===== config.mk =====
export PLATFORM = sky130hd
export DESIGN_NAME = axi_cut_monitor_top
export DESIGN_NICKNAME = d
export VERILOG_FILES = /design/src/rtl/axi_lite_pkg.sv /design/src/rtl/axi_chan_compare.sv /design/src/rtl/axi_cut_monitor_top.sv /design/src/rtl/axi_lite_cut.sv /design/src/rtl/chan_fifo.sv /design/src/rtl/chan_spill_reg.sv /design/src/rtl/cmp_status_wb.sv
export SDC_FILE = /design/constraint.sdc
export NUM_CORES = 1
export LEC_CHECK = 0
export ABC_CLOCK_PERIOD_IN_PS = 4800
export BUFFER_PORTS_ARGS = -buffer_cell sky130_fd_sc_hd__buf_2
export CAP_MARGIN = 0
export CORE_MARGIN = 3
export CORE_UTILIZATION = 30
export DETAILED_ROUTE_END_ITERATION = 6
export MAX_ROUTING_LAYER = met4
export SLEW_MARGIN = 20
export SYNTH_ARGS = -nofsm -noshare
export SYNTH_HDL_FRONTEND = slang
export SYNTH_HIERARCHICAL = 1
export SYNTH_SLANG_ARGS = --single-unit

===== constraint.sdc =====
create_clock -name clk_a_i -period 4.8 [get_ports clk_a_i]
set_clock_uncertainty 0.15 [all_clocks]
set_input_delay 0.24 -clock clk_a_i [delete_from_list [all_inputs] [get_ports clk_a_i]]
set_output_delay 0.24 -clock clk_a_i [all_outputs]
set_load 0.03 [all_outputs]

===== src/rtl/axi_lite_pkg.sv =====
// single clock domain, AXI-Lite subset only (no bursts, IDs or user bits), FIFO_DEPTH >= 3
package axi_lite_pkg;

    // AXI-Lite field widths
    localparam int unsigned ADDR_W = 32;
    localparam int unsigned DATA_W = 32;
    localparam int unsigned STRB_W = DATA_W / 8;
    localparam int unsigned PROT_W = 3;
    localparam int unsigned RESP_W = 2;

    // bundled channel payloads, msb first as {addr, prot}, {data, strb}, {data, resp}
    localparam int unsigned AW_W = ADDR_W + PROT_W;
    localparam int unsigned AR_W = ADDR_W + PROT_W;
    localparam int unsigned W_W  = DATA_W + STRB_W;
    localparam int unsigned B_W  = RESP_W;
    localparam int unsigned R_W  = DATA_W + RESP_W;

    // expected beats per channel, the cut holds at most two
    localparam int unsigned FIFO_DEPTH = 4;

    localparam int unsigned CNT_W = 16;

    // bit positions in the error vector
    typedef enum logic [2:0] {
        CH_AW = 3'd0,
        CH_W  = 3'd1,
        CH_B  = 3'd2,
        CH_AR = 3'd3,
        CH_R  = 3'd4
    } chan_e;

    // wishbone word addresses
    typedef enum logic [1:0] {
        REG_STATUS = 2'd0,
        REG_COUNT  = 2'd1,
        REG_INJECT = 2'd2,
        REG_CLEAR  = 2'd3
    } reg_addr_e;

    typedef enum logic {
        WB_IDLE = 1'b0,
        WB_ACK  = 1'b1
    } wb_state_e;

endpackage


===== src/rtl/axi_chan_compare.sv =====
// in-order check per channel, err_clr also flushes the FIFOs so clear only while the link is idle
`timescale 1ns/1ps

module axi_chan_compare import axi_lite_pkg::*; (
    input  logic              clk_a_i,
    input  logic              rst_n,
    input  logic              a_aw_valid,
    input  logic              a_aw_ready,
    input  logic [ADDR_W-1:0] a_aw_addr,
    input  logic [PROT_W-1:0] a_aw_prot,
    input  logic              a_w_valid,
    input  logic              a_w_ready,
    input  logic [DATA_W-1:0] a_w_data,
    input  logic [STRB_W-1:0] a_w_strb,
    input  logic              a_b_valid,
    input  logic              a_b_ready,
    input  logic [RESP_W-1:0] a_b_resp,
    input  logic              a_ar_valid,
    input  logic              a_ar_ready,
    input  logic [ADDR_W-1:0] a_ar_addr,
    input  logic [PROT_W-1:0] a_ar_prot,
    input  logic              a_r_valid,
    input  logic              a_r_ready,
    input  logic [DATA_W-1:0] a_r_data,
    input  logic [RESP_W-1:0] a_r_resp,
    input  logic              b_aw_valid,
    input  logic              b_aw_ready,
    input  logic [ADDR_W-1:0] b_aw_addr,
    input  logic [PROT_W-1:0] b_aw_prot,
    input  logic              b_w_valid,
    input  logic              b_w_ready,
    input  logic [DATA_W-1:0] b_w_data,
    input  logic [STRB_W-1:0] b_w_strb,
    input  logic              b_b_valid,
    input  logic              b_b_ready,
    input  logic [RESP_W-1:0] b_b_resp,
    input  logic              b_ar_valid,
    input  logic              b_ar_ready,
    input  logic [ADDR_W-1:0] b_ar_addr,
    input  logic [PROT_W-1:0] b_ar_prot,
    input  logic              b_r_valid,
    input  logic              b_r_ready,
    input  logic [DATA_W-1:0] b_r_data,
    input  logic [RESP_W-1:0] b_r_resp,
    input  logic              err_clr,
    output logic [4:0]        err,
    output logic [CNT_W-1:0]  beat_cnt
);

    logic [AW_W-1:0] aw_head;
    logic [W_W-1:0]  w_head;
    logic [B_W-1:0]  b_head;
    logic [AR_W-1:0] ar_head;
    logic [R_W-1:0]  r_head;
    // exit handshakes and mismatches, indexed by chan_e
    logic [4:0]      fire_d;
    logic [4:0]      mis_d;
    logic [4:0]      fire_q;
    logic [4:0]      mis_q;

    assign fire_d[CH_AW] = b_aw_valid & b_aw_ready;
    assign fire_d[CH_W]  = b_w_valid & b_w_ready;
    assign fire_d[CH_B]  = a_b_valid & a_b_ready;
    assign fire_d[CH_AR] = b_ar_valid & b_ar_ready;
    assign fire_d[CH_R]  = a_r_valid & a_r_ready;

    assign mis_d[CH_AW] = fire_d[CH_AW] & ({b_aw_addr, b_aw_prot} != aw_head);
    assign mis_d[CH_W]  = fire_d[CH_W] & ({b_w_data, b_w_strb} != w_head);
    assign mis_d[CH_B]  = fire_d[CH_B] & (a_b_resp != b_head);
    assign mis_d[CH_AR] = fire_d[CH_AR] & ({b_ar_addr, b_ar_prot} != ar_head);
    assign mis_d[CH_R]  = fire_d[CH_R] & ({a_r_data, a_r_resp} != r_head);

    // requests are recorded at A
    chan_fifo #(.WIDTH(AW_W)) aw_fifo (
        .clk_a_i(clk_a_i), .rst_n(rst_n), .clr(err_clr),
        .push(a_aw_valid & a_aw_ready), .push_data({a_aw_addr, a_aw_prot}),
        .pop(fire_d[CH_AW]), .head(aw_head)
    );

    chan_fifo #(.WIDTH(W_W)) w_fifo (
        .clk_a_i(clk_a_i), .rst_n(rst_n), .clr(err_clr),
        .push(a_w_valid & a_w_ready), .push_data({a_w_data, a_w_strb}),
        .pop(fire_d[CH_W]), .head(w_head)
    );

    chan_fifo #(.WIDTH(AR_W)) ar_fifo (
        .clk_a_i(clk_a_i), .rst_n(rst_n), .clr(err_clr),
        .push(a_ar_valid & a_ar_ready), .push_data({a_ar_addr, a_ar_prot}),
        .pop(fire_d[CH_AR]), .head(ar_head)
    );

    // responses are recorded at B
    chan_fifo #(.WIDTH(B_W)) b_fifo (
        .clk_a_i(clk_a_i), .rst_n(rst_n), .clr(err_clr),
        .push(b_b_valid & b_b_ready), .push_data(b_b_resp),
        .pop(fire_d[CH_B]), .head(b_head)
    );

    chan_fifo #(.WIDTH(R_W)) r_fifo (
        .clk_a_i(clk_a_i), .rst_n(rst_n), .clr(err_clr),
        .push(b_r_valid & b_r_ready), .push_data({b_r_data, b_r_resp}),
        .pop(fire_d[CH_R]), .head(r_head)
    );

    // results land one edge after the exit handshake
    always_ff @(posedge clk_a_i) begin
        if (!rst_n || err_clr) begin
            fire_q   <= '0;
            mis_q    <= '0;
            err      <= '0;
            beat_cnt <= '0;
        end else begin
            fire_q   <= fire_d;
            mis_q    <= mis_d;
            err      <= err | mis_q;
            beat_cnt <= beat_cnt + CNT_W'($countones(fire_q));
        end
    end

endmodule


===== src/rtl/axi_cut_monitor_top.sv =====
// single clock, comparator FIFOs assume the cut holds no more than two beats per channel
`timescale 1ns/1ps

module axi_cut_monitor_top import axi_lite_pkg::*; (
    input  logic              clk_a_i,
    input  logic              rst_n,
    input  logic              a_aw_valid,
    output logic              a_aw_ready,
    input  logic [ADDR_W-1:0] a_aw_addr,
    input  logic [PROT_W-1:0] a_aw_prot,
    input  logic              a_w_valid,
    output logic              a_w_ready,
    input  logic [DATA_W-1:0] a_w_data,
    input  logic [STRB_W-1:0] a_w_strb,
    output logic              a_b_valid,
    input  logic              a_b_ready,
    output logic [RESP_W-1:0] a_b_resp,
    input  logic              a_ar_valid,
    output logic              a_ar_ready,
    input  logic [ADDR_W-1:0] a_ar_addr,
    input  logic [PROT_W-1:0] a_ar_prot,
    output logic              a_r_valid,
    input  logic              a_r_ready,
    output logic [DATA_W-1:0] a_r_data,
    output logic [RESP_W-1:0] a_r_resp,
    output logic              b_aw_valid,
    input  logic              b_aw_ready,
    output logic [ADDR_W-1:0] b_aw_addr,
    output logic [PROT_W-1:0] b_aw_prot,
    output logic              b_w_valid,
    input  logic              b_w_ready,
    output logic [DATA_W-1:0] b_w_data,
    output logic [STRB_W-1:0] b_w_strb,
    input  logic              b_b_valid,
    output logic              b_b_ready,
    input  logic [RESP_W-1:0] b_b_resp,
    output logic              b_ar_valid,
    input  logic              b_ar_ready,
    output logic [ADDR_W-1:0] b_ar_addr,
    output logic [PROT_W-1:0] b_ar_prot,
    input  logic              b_r_valid,
    output logic              b_r_ready,
    input  logic [DATA_W-1:0] b_r_data,
    input  logic [RESP_W-1:0] b_r_resp,
    input  logic              wb_cyc,
    input  logic              wb_stb,
    input  logic              wb_we,
    input  logic [1:0]        wb_adr,
    input  logic [DATA_W-1:0] wb_dat_i,
    input  logic [STRB_W-1:0] wb_sel,
    output logic [DATA_W-1:0] wb_dat_o,
    output logic              wb_ack
);

    // comparator to register block
    logic [4:0]        err;
    logic [CNT_W-1:0]  beat_cnt;
    logic              err_clr;
    // register block to cut
    logic [DATA_W-1:0] inj_mask;
    logic              inj_arm;
    logic              inj_done;

    // port and internal names match one to one
    axi_lite_cut axi_lite_cut_inst (.*);

    // taps both sides of the cut, after the W fault injection
    axi_chan_compare axi_chan_compare_inst (.*);

    cmp_status_wb cmp_status_wb_inst (.*);

endmodule


===== src/rtl/axi_lite_cut.sv =====
// AXI-Lite register slice on all five channels, W data flip applies to one beat per arm
`timescale 1ns/1ps

module axi_lite_cut import axi_lite_pkg::*; (
    input  logic              clk_a_i,
    input  logic              rst_n,
    // port A, manager side
    input  logic              a_aw_valid,
    output logic              a_aw_ready,
    input  logic [ADDR_W-1:0] a_aw_addr,
    input  logic [PROT_W-1:0] a_aw_prot,
    input  logic              a_w_valid,
    output logic              a_w_ready,
    input  logic [DATA_W-1:0] a_w_data,
    input  logic [STRB_W-1:0] a_w_strb,
    output logic              a_b_valid,
    input  logic              a_b_ready,
    output logic [RESP_W-1:0] a_b_resp,
    input  logic              a_ar_valid,
    output logic              a_ar_ready,
    input  logic [ADDR_W-1:0] a_ar_addr,
    input  logic [PROT_W-1:0] a_ar_prot,
    output logic              a_r_valid,
    input  logic              a_r_ready,
    output logic [DATA_W-1:0] a_r_data,
    output logic [RESP_W-1:0] a_r_resp,
    // port B, subordinate side
    output logic              b_aw_valid,
    input  logic              b_aw_ready,
    output logic [ADDR_W-1:0] b_aw_addr,
    output logic [PROT_W-1:0] b_aw_prot,
    output logic              b_w_valid,
    input  logic              b_w_ready,
    output logic [DATA_W-1:0] b_w_data,
    output logic [STRB_W-1:0] b_w_strb,
    input  logic              b_b_valid,
    output logic              b_b_ready,
    input  logic [RESP_W-1:0] b_b_resp,
    output logic              b_ar_valid,
    input  logic              b_ar_ready,
    output logic [ADDR_W-1:0] b_ar_addr,
    output logic [PROT_W-1:0] b_ar_prot,
    input  logic              b_r_valid,
    output logic              b_r_ready,
    input  logic [DATA_W-1:0] b_r_data,
    input  logic [RESP_W-1:0] b_r_resp,
    // fault injection
    input  logic [DATA_W-1:0] inj_mask,
    input  logic              inj_arm,
    output logic              inj_done
);

    logic [AW_W-1:0] aw_out;
    logic [W_W-1:0]  w_out;
    logic [AR_W-1:0] ar_out;
    logic [R_W-1:0]  r_out;

    chan_spill_reg #(.WIDTH(AW_W)) aw_slice (
        .clk_a_i(clk_a_i), .rst_n(rst_n),
        .in_valid(a_aw_valid), .in_ready(a_aw_ready), .in_data({a_aw_addr, a_aw_prot}),
        .out_valid(b_aw_valid), .out_ready(b_aw_ready), .out_data(aw_out)
    );

    chan_spill_reg #(.WIDTH(W_W)) w_slice (
        .clk_a_i(clk_a_i), .rst_n(rst_n),
        .in_valid(a_w_valid), .in_ready(a_w_ready), .in_data({a_w_data, a_w_strb}),
        .out_valid(b_w_valid), .out_ready(b_w_ready), .out_data(w_out)
    );

    // responses run from B back to A
    chan_spill_reg #(.WIDTH(B_W)) b_slice (
        .clk_a_i(clk_a_i), .rst_n(rst_n),
        .in_valid(b_b_valid), .in_ready(b_b_ready), .in_data(b_b_resp),
        .out_valid(a_b_valid), .out_ready(a_b_ready), .out_data(a_b_resp)
    );

    chan_spill_reg #(.WIDTH(AR_W)) ar_slice (
        .clk_a_i(clk_a_i), .rst_n(rst_n),
        .in_valid(a_ar_valid), .in_ready(a_ar_ready), .in_data({a_ar_addr, a_ar_prot}),
        .out_valid(b_ar_valid), .out_ready(b_ar_ready), .out_data(ar_out)
    );

    chan_spill_reg #(.WIDTH(R_W)) r_slice (
        .clk_a_i(clk_a_i), .rst_n(rst_n),
        .in_valid(b_r_valid), .in_ready(b_r_ready), .in_data({b_r_data, b_r_resp}),
        .out_valid(a_r_valid), .out_ready(a_r_ready), .out_data(r_out)
    );

    assign b_aw_addr = aw_out[AW_W-1:PROT_W];
    assign b_aw_prot = aw_out[PROT_W-1:0];
    assign b_ar_addr = ar_out[AR_W-1:PROT_W];
    assign b_ar_prot = ar_out[PROT_W-1:0];
    assign a_r_data  = r_out[R_W-1:RESP_W];
    assign a_r_resp  = r_out[RESP_W-1:0];

    // corrupt the head W beat while armed, strobes stay intact
    assign b_w_data = inj_arm ? (w_out[W_W-1:STRB_W] ^ inj_mask) : w_out[W_W-1:STRB_W];
    assign b_w_strb = w_out[STRB_W-1:0];
    assign inj_done = inj_arm & b_w_valid & b_w_ready;

endmodule


===== src/rtl/chan_fifo.sv =====
// no full or empty flags, the user keeps occupancy at or below FIFO_DEPTH
`timescale 1ns/1ps

module chan_fifo import axi_lite_pkg::*; #(
    parameter int unsigned WIDTH = 8
) (
    input  logic             clk_a_i,
    input  logic             rst_n,
    input  logic             push,
    input  logic [WIDTH-1:0] push_data,
    input  logic             pop,
    output logic [WIDTH-1:0] head,
    input  logic             clr
);

    logic [WIDTH-1:0]              mem [FIFO_DEPTH];
    logic [$clog2(FIFO_DEPTH)-1:0] wr_ptr;
    logic [$clog2(FIFO_DEPTH)-1:0] rd_ptr;

    assign head = mem[rd_ptr];

    always_ff @(posedge clk_a_i) begin
        if (!rst_n || clr) begin
            wr_ptr <= '0;
            rd_ptr <= '0;
        end else begin
            if (push) begin
                wr_ptr <= (wr_ptr == FIFO_DEPTH - 1) ? '0 : wr_ptr + 1'b1;
            end
            if (pop) begin
                rd_ptr <= (rd_ptr == FIFO_DEPTH - 1) ? '0 : rd_ptr + 1'b1;
            end
        end
    end

    always_ff @(posedge clk_a_i) begin
        if (push) begin
            mem[wr_ptr] <= push_data;
        end
    end

endmodule


===== src/rtl/chan_spill_reg.sv =====
// full-throughput two-entry slice, in_ready comes from a flop only, one cycle latency when empty
`timescale 1ns/1ps

module chan_spill_reg #(
    parameter int unsigned WIDTH = 8
) (
    input  logic             clk_a_i,
    input  logic             rst_n,
    input  logic             in_valid,
    output logic             in_ready,
    input  logic [WIDTH-1:0] in_data,
    output logic             out_valid,
    input  logic             out_ready,
    output logic [WIDTH-1:0] out_data
);

    logic             main_valid;
    logic [WIDTH-1:0] main_data;
    logic             spill_valid;
    logic [WIDTH-1:0] spill_data;
    logic             in_fire;
    logic             main_free;

    // only the spill entry decides whether a new beat can come in
    assign in_ready  = ~spill_valid;
    assign in_fire   = in_valid & in_ready;

    // main entry empty or draining this cycle
    assign main_free = ~main_valid | out_ready;

    assign out_valid = main_valid;
    assign out_data  = main_data;

    always_ff @(posedge clk_a_i) begin
        if (!rst_n) begin
            main_valid  <= 1'b0;
            spill_valid <= 1'b0;
        end else if (main_free) begin
            // the older spilled beat goes first, in_fire is low while it is held
            main_valid  <= spill_valid | in_fire;
            spill_valid <= 1'b0;
        end else if (in_fire) begin
            spill_valid <= 1'b1;
        end
    end

    always_ff @(posedge clk_a_i) begin
        if (main_free) begin
            main_data <= spill_valid ? spill_data : in_data;
        end
        // output stalled, park the incoming beat
        if (!main_free && in_fire) begin
            spill_data <= in_data;
        end
    end

endmodule


===== src/rtl/cmp_status_wb.sv =====
// Wishbone classic, one wait state per access, wb_sel applies to REG_INJECT writes only
`timescale 1ns/1ps

module cmp_status_wb import axi_lite_pkg::*; (
    input  logic              clk_a_i,
    input  logic              rst_n,
    input  logic              wb_cyc,
    input  logic              wb_stb,
    input  logic              wb_we,
    input  logic [1:0]        wb_adr,
    input  logic [DATA_W-1:0] wb_dat_i,
    input  logic [STRB_W-1:0] wb_sel,
    output logic [DATA_W-1:0] wb_dat_o,
    output logic              wb_ack,
    input  logic [4:0]        err,
    input  logic [CNT_W-1:0]  beat_cnt,
    output logic              err_clr,
    output logic [DATA_W-1:0] inj_mask,
    output logic              inj_arm,
    input  logic              inj_done
);

    wb_state_e state;
    reg_addr_e reg_sel;
    logic      wr_en;

    assign reg_sel = reg_addr_e'(wb_adr);
    assign wb_ack  = (state == WB_ACK);
    // writes commit on the ack cycle
    assign wr_en   = wb_ack & wb_we;
    assign err_clr = wr_en & (reg_sel == REG_CLEAR);

    always_ff @(posedge clk_a_i) begin
        if (!rst_n) begin
            state <= WB_IDLE;
        end else begin
            case (state)
                WB_IDLE: begin
                    if (wb_cyc && wb_stb) begin
                        state <= WB_ACK;
                    end
                end
                default: state <= WB_IDLE;
            endcase
        end
    end

    always_ff @(posedge clk_a_i) begin
        if (!rst_n) begin
            inj_arm  <= 1'b0;
            inj_mask <= '0;
        end else if (wr_en && reg_sel == REG_INJECT) begin
            // a new arm wins over a done from the previous one
            inj_arm <= 1'b1;
            for (int i = 0; i < STRB_W; i++) begin
                if (wb_sel[i]) begin
                    inj_mask[8*i +: 8] <= wb_dat_i[8*i +: 8];
                end
            end
        end else if (inj_done) begin
            inj_arm <= 1'b0;
        end
    end

    always_comb begin
        wb_dat_o = '0;
        case (reg_sel)
            REG_STATUS: wb_dat_o[4:0] = err;
            REG_COUNT:  wb_dat_o[CNT_W-1:0] = beat_cnt;
            REG_INJECT: wb_dat_o = inj_mask;
            // clear is write-only
            default:    wb_dat_o = '0;
        endcase
    end

endmodule


# == Yosys cells after proc, flatten, opt, wreduce, memory -nomap -nowiden ==
# Memories as Yosys holds them, arrays and structs flattened. A register that Yosys moved wholly into a read port is not among the register bits.
# Cells that the tools add are included.
# word_totals
register_bits,379
mem_count,5
mem_bits_rw,568
in_bits,195
out_inout_bits,185
# op_classes
n_bitwise,42
n_eq_ne,18
addsub,15
mux,42
reduce_logical,26
# mem_list
name,words,width,rd,rd_clocked_by_memory_dff,write_ports,line_no,text
axi_chan_compare_inst.w_fifo.mem,4,36,1,1,1,chan_fifo.sv:16,logic [WIDTH-1:0] mem [FIFO_DEPTH];
axi_chan_compare_inst.ar_fifo.mem,4,35,1,1,1,chan_fifo.sv:16,
axi_chan_compare_inst.aw_fifo.mem,4,35,1,1,1,chan_fifo.sv:16,
axi_chan_compare_inst.r_fifo.mem,4,34,1,1,1,chan_fifo.sv:16,
axi_chan_compare_inst.b_fifo.mem,4,2,1,1,1,chan_fifo.sv:16,
# op_table
op,count
two-way mux 35 bit,2
!= test 35 bit,2
two-way mux 2 bit,21
two-way mux 36 bit,1
!= test 36 bit,1
two-way mux 34 bit,1
!= test 34 bit,1
adder 16 bit,2
two-way mux 32 bit,1
XOR 32 bit,1
"== test 2 bit, second input constant",12
case mux 11 bit (2 select lines),1
"adder 2 x 1 -> 2 bit, second input constant",10
bitwise AND 1 bit,19
adder 16 x 1 -> 16 bit,1
two-way mux 16 bit,1
case mux 5 bit (3 select lines),1
two-way mux 1 bit,13
OR reduction 2 bit,6
NOT 1 bit,11
OR 1 bit,10
AND reduction 2 bit,4
logical AND 1 bit,7
zero test 1 bit,6
7 further kinds,8

# == Longest topological paths before layout ==
# Gate-level depths: netlist of the first run.
# depth
ltp_word,4
depth_mapped,11
mapped_depth_nobuf,11

# == Modules after synthesis ==
# Netlist of the first run, hierarchy kept.
# modules_own_cells
mod,area_each_um2,seq_area_each_um2,n_inst,cells_per_inst
chan_fifo (axi_chan_compare_inst.ar_fifo ...),5391.4,4324.1,2,211
chan_fifo (axi_chan_compare_inst.w_fifo),5537.8,4444.3,1,216
chan_spill_reg (axi_lite_cut_inst.ar_slice ...),2682.6,2142.1,2,117
chan_fifo (axi_chan_compare_inst.r_fifo),5243.8,4204.0,1,206
axi_chan_compare,2850.2,620.6,1,317
chan_spill_reg (axi_lite_cut_inst.w_slice),2711.4,2202.1,1,120
chan_spill_reg (axi_lite_cut_inst.r_slice),2681.3,2082.0,1,114
cmp_status_wb,1829.3,680.7,1,212
chan_fifo (axi_chan_compare_inst.b_fifo),578.1,360.3,1,38
axi_lite_cut,461.7,0.0,1,69
chan_spill_reg (axi_lite_cut_inst.b_slice),231.5,160.2,1,14

# == Least setup slack after synthesis of the first run ==
# Ideal clock, no wire load.
# synth_path
path_kind,reg2reg
start,register axi_lite_cut_inst.w_slice.main_valid (netlist: axi_lite_cut_inst/w_slice/out_valid)
end,"register axi_lite_cut_inst.w_slice.spill_data[0], enable pin"
arrival_ns,4.221
path_stages_with_launch,3
t_required_ns,4.169
path_slack_ns,-0.052
n_path_buf,0
period_less_slack_ns,4.852
path_cell_list,dfxtp_1 > nand2b_1 > nor3b_1
# synth_between
elab_chain_len,4
# synth_rtl
item,line_no,text
"start, declared",chan_spill_reg.sv:17,logic main_valid;
"start signal, assigned",chan_spill_reg.sv:40,main_valid <= spill_valid | in_fire;
NOT 1 bit,chan_spill_reg.sv:29,assign main_free = ~main_valid | out_ready;
OR 1 bit,chan_spill_reg.sv:29,
named net axi_lite_cut_inst.w_slice.main_free,chan_spill_reg.sv:22,logic main_free;
zero test 1 bit,chan_spill_reg.sv:52,if (!main_free && in_fire) begin
logical AND 1 bit,chan_spill_reg.sv:52,
"end signal, assigned",chan_spill_reg.sv:53,spill_data <= in_data;
"end, declared",chan_spill_reg.sv:20,logic [WIDTH-1:0] spill_data;
# The timed path passes the listed nets, and every way through them passes these cells.
# A chain may end at the register's enable or synchronous reset.

==> results.md, run 1 <==
* Yosys top cell area share at 0.668
* Initial Utilization at 0.303
* Yosys cell types at 54
* H-tree levels at 3
* CP startpoint kind: register
* Die X at roughly 360 um
* Max-cap violations at 0
* Fin crit share at 0.665
* IO Port Bufs at roughly 380
* Pins Over Slew Limit at 0
* Initial DRT Pass Iterations at 5
* Clk pwr share at 0.413
* Fin crit period at around 3200 ps
* Clk_lat worst skew at approximately 700 ps
* Main area contributors after synthesis: edfxtp_1, mux4_2, dfxtp_1
* Static leakage at about 0.016 uW
* Predominant post-synthesis flop cell: edfxtp_1
* Post-synth EDFFs at 852
* Fmax at ~310 MHz
* Syn Std Cell Area at 38,300 um^2
* Critical path required time at roughly 5200 ps
* Critical Path Sink Type: register
* Clock Path Buffers at 3
* Final setup violation count at 0
* Reg2reg path depth at 6
* Crit path kind: register to register
* Share of layout cells above drive strength 1 at 0.330
* FF-to-FF End: axi_chan_compare_inst/mis_q[3]
* Worst-Margin Slew at about 1100 ps
* Met3 Track Usage GR at 0.0344
* Synth warn at 6
* First-pass GRT wire length at 137,000 um
* Avg Cell Area, Syn at a little under 20 um^2
* Most common cell in the synthesized netlist: edfxtp_1
* Reg clk slew, reported paths at ~60 ps
* Largest net degree at the start of global routing at 58
* Mapped Cells at between 1,500 and 2,000
* DP HPWL at ~62,000 um
* Worst hold margin at ~70 ps
* Die Ht at between 300 and 400 um
* CTS sink count at approximately 960
* Cts bufs inserted at 102
* Combinational share of power at 0.082
* Worst min-delay path startpoint: wb_sel[1]
* Hold Crit Class: input pin to register
* Nets at ~2,900
* Synth top cells by count: edfxtp_1, mux4_2, xor2_1
* CP Data Arrival Time at 3610 ps
* Asr flop ratio synth at 0
* Worst reg-to-reg setup slack at 1610 ps
* Net Sw Power at 4390 uW
* Hold EP: cmp_status_wb_inst/inj_mask[12]
* RePlAce Congestion at 0.780
* Full die area at roughly 130,000 um^2
* Seq pwr share at 0.506
* Routed wire per std cell at ~21 um
* All-layer global routing usage at 0.144
* Vias in the first global route at 20,600
* Max-slew headroom at 0.280
* Pint at ~15,000 uW
* Fill cells at around 12,000
* CTS tree: built
* Register area share after synthesis at 0.723
* CP max FO at 24
* Core Region at ~130,000 um^2
* Status: finished, final reports clean
* Routed WL at approximately 94,000 um
* Net Sw Frac at 0.230
* Area delta synth->final at 23.9%
* GRT busiest layer: met2
* FF+latch count, synth at about 960
* Fin Setup TNS at 0 ps
* Peak supply drop at 0.288 mV
* Fin. Hold Viols at 0
* Met2 usage at 0.230
* Cts repair resizes at 0
* Vias per cell at roughly 4.5
* Iter 0 DRT Violations at 1,536
* Io pins at between 300 and 400
* Yosys top cell by area: edfxtp_1
* RSZ-0062 raised after global routing: no
* Global route overflow at 0
* Rows at 130
* CTS Root Cell: clkbuf_16
* Pwr/cell area at ~400 nW/um^2
* DRC at 0
* Initial antenna violation count at 15
* Worst Hold Depth at 3
* Post-DRT Antenna Nets at 0
* Global Route met1 Usage at 0.184
* Syn Nets at 2,195
* Total number of vias at 19,700
==> cell families (layout without fill, tap and decap cells) <==
group / count (synthesis) / in the layout / share of synthesized area
and+or+nand+nor: 318 / 318 / 0.0467
muxes: 326 / 326 / 0.145
adders and majority gates: 38 / 38 / 0.0130
buffers and inverters: 93 / 843 / 0.0209
other: 0 / 10 / 0
AOI/OAI and AO/OA: 44 / 44 / 0.00843
DFF: 957 / 957 / 0.723
xor gates and xnor gates: 186 / 186 / 0.0426
==> cell type report <==
class                           instances  area (um^2)  share of cell area
Clock inverter                         33          397             0.00836
Antenna cell                           10         25.0            0.000527
Multi-Input combinational cell        912         9850               0.208
Timing Repair Buffer                  627         4320              0.0910
Sequential cell                       957        27700               0.584
Tap cell                             1650         2060              0.0435
Inverter                               22         82.6             0.00174
Clock buffer                          161         3010              0.0634
==> worst max-delay path, stage by stage (launching register included) <==
cell     delay, ps
dfxtp_2        910
buf_4          320
mux4_2         520
xor2_1         170
nor4_1         510
nand4_1        160
o31a_1         310
==> layer usage <==
metal | up-vias | share of wire
met3 | 123 | 0.059
met5 | - | 0
li1 | 9027 | -
met2 | 535 | 0.48
met1 | 10000 | 0.44
met4 | 0 | 0.021
==> flip-flops by register name (all words and copies together) (netlist names), 16 cells and up, named ones only <==
name and cells:
axi_chan_compare_inst/w_fifo/mem 144, axi_chan_compare_inst/ar_fifo/mem 140, axi_chan_compare_inst/aw_fifo/mem 140, axi_chan_compare_inst/r_fifo/mem 136, axi_lite_cut_inst/w_slice/out_data 36, axi_lite_cut_inst/w_slice/spill_data 36
axi_lite_cut_inst/ar_slice/out_data 35, axi_lite_cut_inst/ar_slice/spill_data 35, axi_lite_cut_inst/aw_slice/out_data 35, axi_lite_cut_inst/aw_slice/spill_data 35, axi_lite_cut_inst/r_slice/out_data 34, axi_lite_cut_inst/r_slice/spill_data 34
cmp_status_wb_inst/inj_mask 32, axi_chan_compare_inst/beat_cnt 16
==> power by group through the flow <==
stage | Combinational, uW | Sequential (uW) | Clock (uW)
5_1_grt | 1680 | 9670 | 8400
6_report | 1550 | 9640 | 7870
3_5_place_dp | 1440 | 9820 | 0
2_1_floorplan | 797 | 9880 | 0
4_1_cts | 1580 | 9650 | 8090
3_3_place_gp | 1430 | 9820 | 0
==> through the flow <==
step                cell area [um^2]  worst slack, ps  cells  total power (uW)   util
floorplan                      38300             61.0   1962             10700      -
global placement               41900             1510   3958             11200  0.332
detailed placement             41900             1480   3958             11300  0.332
CTS                            47400             1450   4361             19300  0.375
global route                   47400             1320   4371             19700  0.376
finish                         47400             1610   4372             19100  0.376
==> timing repair <==
| action | in CTS | in global routing |
|---|---|---|
| hold buffers | 209 | 0 |
| buffers inserted | 0 | 0 |
| endpoints found under the hold margin | 951 | 0 |
==> how the worst max path moves through the flow <==
stage,slack (ps),cells past startpoint,endpoint
2_1_floorplan,60,2,axi_lite_cut_inst/ar_slice/spill_data[0]
3_3_place_gp,1510,5,axi_chan_compare_inst/mis_q[4]
3_5_place_dp,1480,5,axi_chan_compare_inst/mis_q[4]
4_1_cts,1450,5,axi_chan_compare_inst/mis_q[4]
5_1_grt,1320,6,axi_chan_compare_inst/mis_q[3]
6_report,1610,6,axi_chan_compare_inst/mis_q[3]
==> layout by cell type (no fill, tap or decap), types with 17 or more instances in the layout <==
cell	synthesis	layout
and2_1	53	39
buf_2	20	378
buf_4	5	38
clkbuf_1	6	36
clkbuf_16	0	104
clkbuf_8	0	18
dfxtp_1	105	95
dlygate4sd3_1	0	209
edfxtp_1	852	852
ha_1	35	35
inv_1	22	22
mux2_2	74	74
mux2_4	68	68
mux2i_1	42	42
mux4_1	20	20
mux4_2	122	122
nand2_1	97	97
nand2b_1	21	17
nor2_1	40	40
nor4_1	30	30
xnor2_1	66	66
xor2_1	120	120
Power figures use the tool's default switching activity.
==> run 2: changes to the inputs <==
--- a/config.mk
+++ b/config.mk
@@ -5,7 +5,7 @@
 export SDC_FILE = /design/constraint.sdc
 export NUM_CORES = 1
 export LEC_CHECK = 0
-export ABC_CLOCK_PERIOD_IN_PS = 4800
+export ABC_CLOCK_PERIOD_IN_PS = 3000
 export BUFFER_PORTS_ARGS = -buffer_cell sky130_fd_sc_hd__buf_2
 export CAP_MARGIN = 0
 export CORE_MARGIN = 3
==> constraint.sdc (replaced) <==
create_clock -name clk_a_i -period 3 [get_ports clk_a_i]
set_clock_uncertainty 0.15 [all_clocks]
set_input_delay 0.15 -clock clk_a_i [delete_from_list [all_inputs] [get_ports clk_a_i]]
set_output_delay 0.15 -clock clk_a_i [all_outputs]
set_load 0.03 [all_outputs]
==> run 2 against run 1 <==
Flip-flop and latch count unchanged. Maximum frequency increased by 12%. Via count increased by 0.69%. Register-to-register slack got worse by 1500 ps. Non-clock buffer count increased by 49. Sequential share of layout area decreased by 0.63 points. Clock-buffer cell count decreased by 18. First-iteration DRC count decreased by 8.5%. Final cell count increased by 1.1%. Power increased by 59%.
==> results.md, run 2 (synthesis gave the netlist of run 1 again) <==
* Status: finished, final reports clean
* Peak supply drop at 0.480 mV
* IO Port Bufs at 379
* Global route overflow at 0
* CP delay by family, top: adder cells
* Full die area at roughly 130,000 um^2
* Max-cap violations at 0
* All-layer global routing usage at 0.144
* Post-DRT Antenna Nets at 0
* Total number of vias at between 15,000 and 20,000
* Largest net degree at the start of global routing at slightly below 70
* Worst reg-to-reg setup slack at between 150 and 200 ps
* Nets at 2,905
* Routed wire per std cell at 21.3 um
* Cell chain of the critical path: fa_1 -> inv_1 -> fa_1 -> inv_1 -> ha_1 -> fa_2 -> a21oi_4 -> nor2_1 -> nand3_1 -> xor2_1 -> nor2_1
* Area delta synth->final at 25.3%
* Pre-CTS setup slack at between 30 and 40 ps
* Setup ws final at 153 ps
* DRC at 0
* Die Ht at ~360 um
* RePlAce Congestion at 0.771
* Worst hold margin at between 80 and 90 ps
* Io pins at 380
* Initial antenna violation count at 14
* Vias in the first global route at 20,500
* Vias per cell at between 4 and 5
* H-tree levels at 3
* Reg2reg path depth at 11
* Max reg flops at ~140
* Final instance area at 48,000 um^2
* Pwr/cell area at about 630 nW/um^2
* Critical path's slowest cell: fa_1
* Commonest cells after routing, fill and taps aside: edfxtp_1, buf_2, dlygate4sd3_1, mux4_2, xor2_1
* Static leakage at 0.0168 uW
* Share of layout cells above drive strength 1 at 0.336
* Clk_lat worst skew at between 600 and 700 ps
* Fmax at 351 MHz
* CP startpoint kind: register
* Hold Crit Class: input pin to register
* CP Data Arrival Time at around 3300 ps
* CTS Root Cell: clkbuf_16
* Fin. Hold Viols at 0
* CP Depth at 11
* Iter 0 DRT Violations at approximately 1,400
* CTS tree: built
* Critical path buffers and inverters at 2
* DP HPWL at between 60,000 and 70,000 um
* Crit path kind: register to register
* Initial Utilization at 0.303
* Clock Path Buffers at 3
* Worst-Margin Slew at 782 ps
* Worst Hold Depth at 2
* Final setup violation count at 0
* Reg clk slew, reported paths at about 60 ps
* Fin crit share at 0.949
* Die X at 363 um
* Placement Cell Area at approximately 42,000 um^2
* Core Region at 126,000 um^2
* Critical Path Sink Type: register
* Pins Over Slew Limit at 0
* Max-slew headroom at 0.479
* Fill cells at 11,500
* Max incr delay on CP at 530 ps
* Routed WL at 94,000 um
* Top flop regs: axi_chan_compare_inst/w_fifo/mem x144, axi_chan_compare_inst/ar_fifo/mem x140, axi_chan_compare_inst/aw_fifo/mem x140
* Fin crit period at between 2000 and 3000 ps
* CP max FO at 3
* CTS sink count at between 900 and 1,000
* First-pass GRT wire length at between 100,000 and 150,000 um
* Critical path required time at 3400 ps
* Register bank with the most flops: axi_chan_compare_inst/w_fifo/mem
* Initial DRT Pass Iterations at 5
* Cts bufs inserted at 103
* Rows at 130
* Most common cell after layout, fill and taps aside: edfxtp_1
[run 2: cell count changes in the layout (fill, tap and decap cells not counted), sizes merged]
cell and delta:
diode -1, clkinvlp +2, inv +1, clkbuf -18, dlygate4sd3 +24, buf +25, clkinv +14
[run 2: metrics by stage]
step,power (uW),setup TNS (ps),utilization,instances
after floorplan,17100,0,-,1962
after global placement,18000,0,0.335,3984
after detailed placement,18100,0,0.335,3984
after CTS,30700,0,0.380,4410
after global routing,31400,-35.0,0.380,4417
final,30400,0,0.380,4419
[run 2: path summary, 6_finish.rpt]
path	start	to
worst min register to register	axi_chan_compare_inst/err[1]	axi_chan_compare_inst/err[1]
worst max register to register	axi_chan_compare_inst/beat_cnt[0]	axi_chan_compare_inst/beat_cnt[12]
worst min-delay path	a_ar_addr[3]	axi_chan_compare_inst/ar_fifo/mem[2][6]
worst max-delay path	axi_chan_compare_inst/beat_cnt[0]	axi_chan_compare_inst/beat_cnt[12]
[run 2: cell type report]
type                            instances  area [um^2]  area share
Clock buffer                          143         2850      0.0594
Tap cell                             1650         2060      0.0430
Antenna cell                            9         22.5    0.000470
Clock inverter                         50          479     0.00999
Inverter                               22         82.6     0.00172
Multi-Input combinational cell        912         9880       0.206
Sequential cell                       957        27700       0.578
Timing Repair Buffer                  676         4890       0.102
[run 2: routing by layer]
layer  GRT usage  share of wire
met2       0.233           0.49
met1       0.185           0.44
met5           -              0
met3      0.0299          0.056
met4      0.0388          0.020
[run 2: worst register-to-register path: stages (launching register included)]
cell and delay, ps:
dfxtp_1 320, fa_1 530, inv_1 50, fa_1 470
inv_1 40, ha_1 210, fa_2 400, a21oi_4 160
nor2_1 90, nand3_1 100, xor2_1 160, nor2_1 50
[run 2: power breakdown]
group | switching [uW] | leakage [uW] | internal, uW
Sequential | 228 | 0.00883 | 15100
Combinational | 1500 | 0.00630 | 1110
Clock | 5340 | 0.00163 | 7050
[run 2: timing repair]
item	4_1_cts	5_1_grt
endpoints found under the hold margin	981	0
hold buffers	233	0
endpoints found under the setup margin	1	6
gates resized for setup	1	2
buffers inserted	0	0
pin swaps	0	1
==> run 3: changes to the inputs <==
--- a/config.mk
+++ b/config.mk
@@ -15,5 +15,4 @@
 export SLEW_MARGIN = 20
 export SYNTH_ARGS = -nofsm -noshare
 export SYNTH_HDL_FRONTEND = slang
-export SYNTH_HIERARCHICAL = 1
 export SYNTH_SLANG_ARGS = --single-unit
==> run 3 against run 2 <==
Die area is 1.2% lower. First-iteration DRC count is 3.6% higher. Synthesized cell count is 1.4% higher. Sequential share of layout area is 0.22 points lower. Area after synthesis is 1.2% lower. Non-clock buffer count is 37 higher.
==> results.md, run 3 <==
* Most common cell in the synthesized netlist: edfxtp_1
* Reg2reg path depth at 6
* Max-slew headroom at 0.296
* Total setup buffers inserted after CTS at 0
* Overall Power at 30,400 uW
* DRC at 0
* Commonest cells after routing, fill and taps aside: edfxtp_1, buf_2, dlygate4sd3_1, mux2_2, mux4_2
* Final setup violation count at 0
* Io pins at 380
* Register area share after synthesis at 0.732
* Status: finished, final reports clean
* Cts repair resizes at 0
* Core Region at 124,000 um^2
* Full die area at between 100,000 and 150,000 um^2
* Syn Nets at 2,222
* Routed WL at between 90,000 and 100,000 um
* CTS tree: built
* Iter 0 DRT Violations at around 1,500
* H-tree levels at 3
* Post-synth EDFFs at 852
* Critical path required time at 3490 ps
* Yosys top cell area share at 0.677
* Syn Std Cell Area at roughly 38,000 um^2
* RSZ-0062 raised after global routing: no
* Clk_lat worst skew at 710 ps
* Vias in the first global route at about 22,000
* Hold Crit Class: input pin to register
* Avg Cell Area, Syn at 19.0 um^2
* Predominant post-synthesis flop cell: edfxtp_1
* CP Data Arrival Time at 3340 ps
* Pwr/cell area at between 600 and 700 nW/um^2
* Synth top cells by count: edfxtp_1, mux2_2, mux4_2
* Global route overflow at 0
* Share of layout cells above drive strength 1 at 0.323
* FF+latch count, synth at roughly 960
* Max-cap violations at 0
* Worst hold margin at 83.5 ps
* IO Port Bufs at 379
* Pins Over Slew Limit at 0
* Crit path kind: register to register
* CP startpoint kind: register
* Rows at roughly 130
* Fmax at around 350 MHz
* Clock Path Buffers at 3
* Die Ht at approximately 360 um
* Worst-Margin Slew at 1060 ps
* Main area contributors after synthesis: edfxtp_1, mux4_2, dfxtp_1
* Nets at 2,961
* Mapped Cells at between 1,500 and 2,000
* DP HPWL at between 60,000 and 70,000 um
* CTS sink count at between 900 and 1,000
* Final instance area at 48,100 um^2
* Initial DRT Pass Iterations at 5
* Peak supply drop at just over 0.4 mV
* Worst Hold Depth at 2
* Fill cells at between 10,000 and 15,000
* Register bank with the most flops: axi_chan_compare_inst.w_fifo.mem
* Initial Utilization at 0.304
* Vias per cell at 4.56
* Reg clk slew, reported paths at about 60 ps
* First-pass GRT wire length at 142,000 um
* Fin. Hold Viols at 0
* Cts bufs inserted at slightly above 100
* Post-DRT Antenna Nets at 0
* Fin Setup TNS at 0 ps
* Top flop regs: axi_chan_compare_inst.w_fifo.mem x144, axi_chan_compare_inst.ar_fifo.mem x140, axi_chan_compare_inst.aw_fifo.mem x140
* RePlAce Congestion at around 0.8
* Max reg flops at between 100 and 150
* Initial antenna violation count at 12
* Fin crit period at 2850 ps
* Yosys top cell by area: edfxtp_1
* Hold-fix buffers at CTS at between 200 and 300
* Critical Path Sink Type: register
* Die X at roughly 360 um
* Yosys cell types at 40
* Most common cell after layout, fill and taps aside: edfxtp_1
* Static leakage at ~0.017 uW
* All-layer global routing usage at 0.150
* Area delta synth->final at 27.3%
* Routed wire per std cell at approximately 21 um
* Placement Cell Area at around 42,000 um^2
* Asr flop ratio synth at 0
* CP max FO at 9
* CTS Root Cell: clkbuf_16
* Fin crit share at 0.950
* Largest net degree at the start of global routing at 47
* Synth warn at 0
* Total number of vias at approximately 20,000
-- run 3: changes by cell type in the layout (fill, tap and decap cells not counted), moves of 30 or more --
| cell | previous run | this run |
|---|---|---|
| mux2i_1 | 42 | 0 |
| mux2_4 | 68 | 0 |
| xor3_1 | 0 | 30 |
| mux2_2 | 74 | 142 |
| a21boi_0 | 3 | 37 |
| dlygate4sd3_1 | 233 | 272 |
-- run 3: layer usage --
layer,wire length [um],GRT usage,up-vias
li1,-,-,9260
met4,2370,0.0475,0
met2,46400,0.243,600
met3,5460,0.0315,132
met5,0,-,-
met1,40800,0.190,10400
-- run 3: power breakdown --
group / switching [uW] / internal [uW]
Sequential: 232 / 15100
Clock: 5190 / 7270
Combinational: 1480 / 1130
Total: 6900 / 23500
-- run 3: kinds of logic (layout without fill, tap and decap cells) --
kind of cell	Yosys count	count (layout)	share of synthesized area
flops	957	957	0.732
xor+xnor	185	185	0.0548
simple gates	331	331	0.0423
compound gates	88	88	0.0161
fa+ha+maj	38	38	0.0132
mux	284	284	0.127
other cells	0	8	0
buf+inv	106	930	0.0143
-- run 3: path summary, 6_finish.rpt --
path / from / to / slack, ps
hold / removal: b_r_data[24] / axi_lite_cut_inst.r_slice.spill_data[26] / 80
setup reg to reg: cmp_status_wb_inst.wb_ack / cmp_status_wb_inst.inj_mask[21] / 150
setup / recovery: cmp_status_wb_inst.wb_ack / cmp_status_wb_inst.inj_mask[21] / 150
hold reg to reg: axi_chan_compare_inst.mis_q[2] / axi_chan_compare_inst.err[2] / 290
-- run 3: metrics by stage --
stage / utilization / setup slack, ps / cells
finish: 0.387 / 151 / 4458
global route: 0.387 / 22.8 / 4457
floorplan: - / 278 / 1989
CTS: 0.387 / 96.0 / 4450
detailed placement: 0.338 / 114 / 3990
global placement: 0.338 / 136 / 3990
-- run 3: critical path: stages, from the launching register on --
cell and delay [ps]:
dfxtp_1 370, and3_1 440, and2_1 340, nand2_1 130, dlygate4sd3_1 590, a21boi_0 180
dlygate4sd3_1 590
-- run 3: area by class of cell --
| type | instances | area, um^2 | area share |
|---|---|---|---|
| Antenna cell | 8 | 20.0 | 0.000416 |
| Clock buffer | 142 | 2820 | 0.0587 |
| Clock inverter | 46 | 470 | 0.00977 |
| Inverter | 29 | 109 | 0.00226 |
| Multi-Input combinational cell | 926 | 9650 | 0.200 |
| Sequential cell | 957 | 27700 | 0.575 |
| Tap cell | 1637 | 2050 | 0.0425 |
| Timing Repair Buffer | 713 | 5320 | 0.111 |
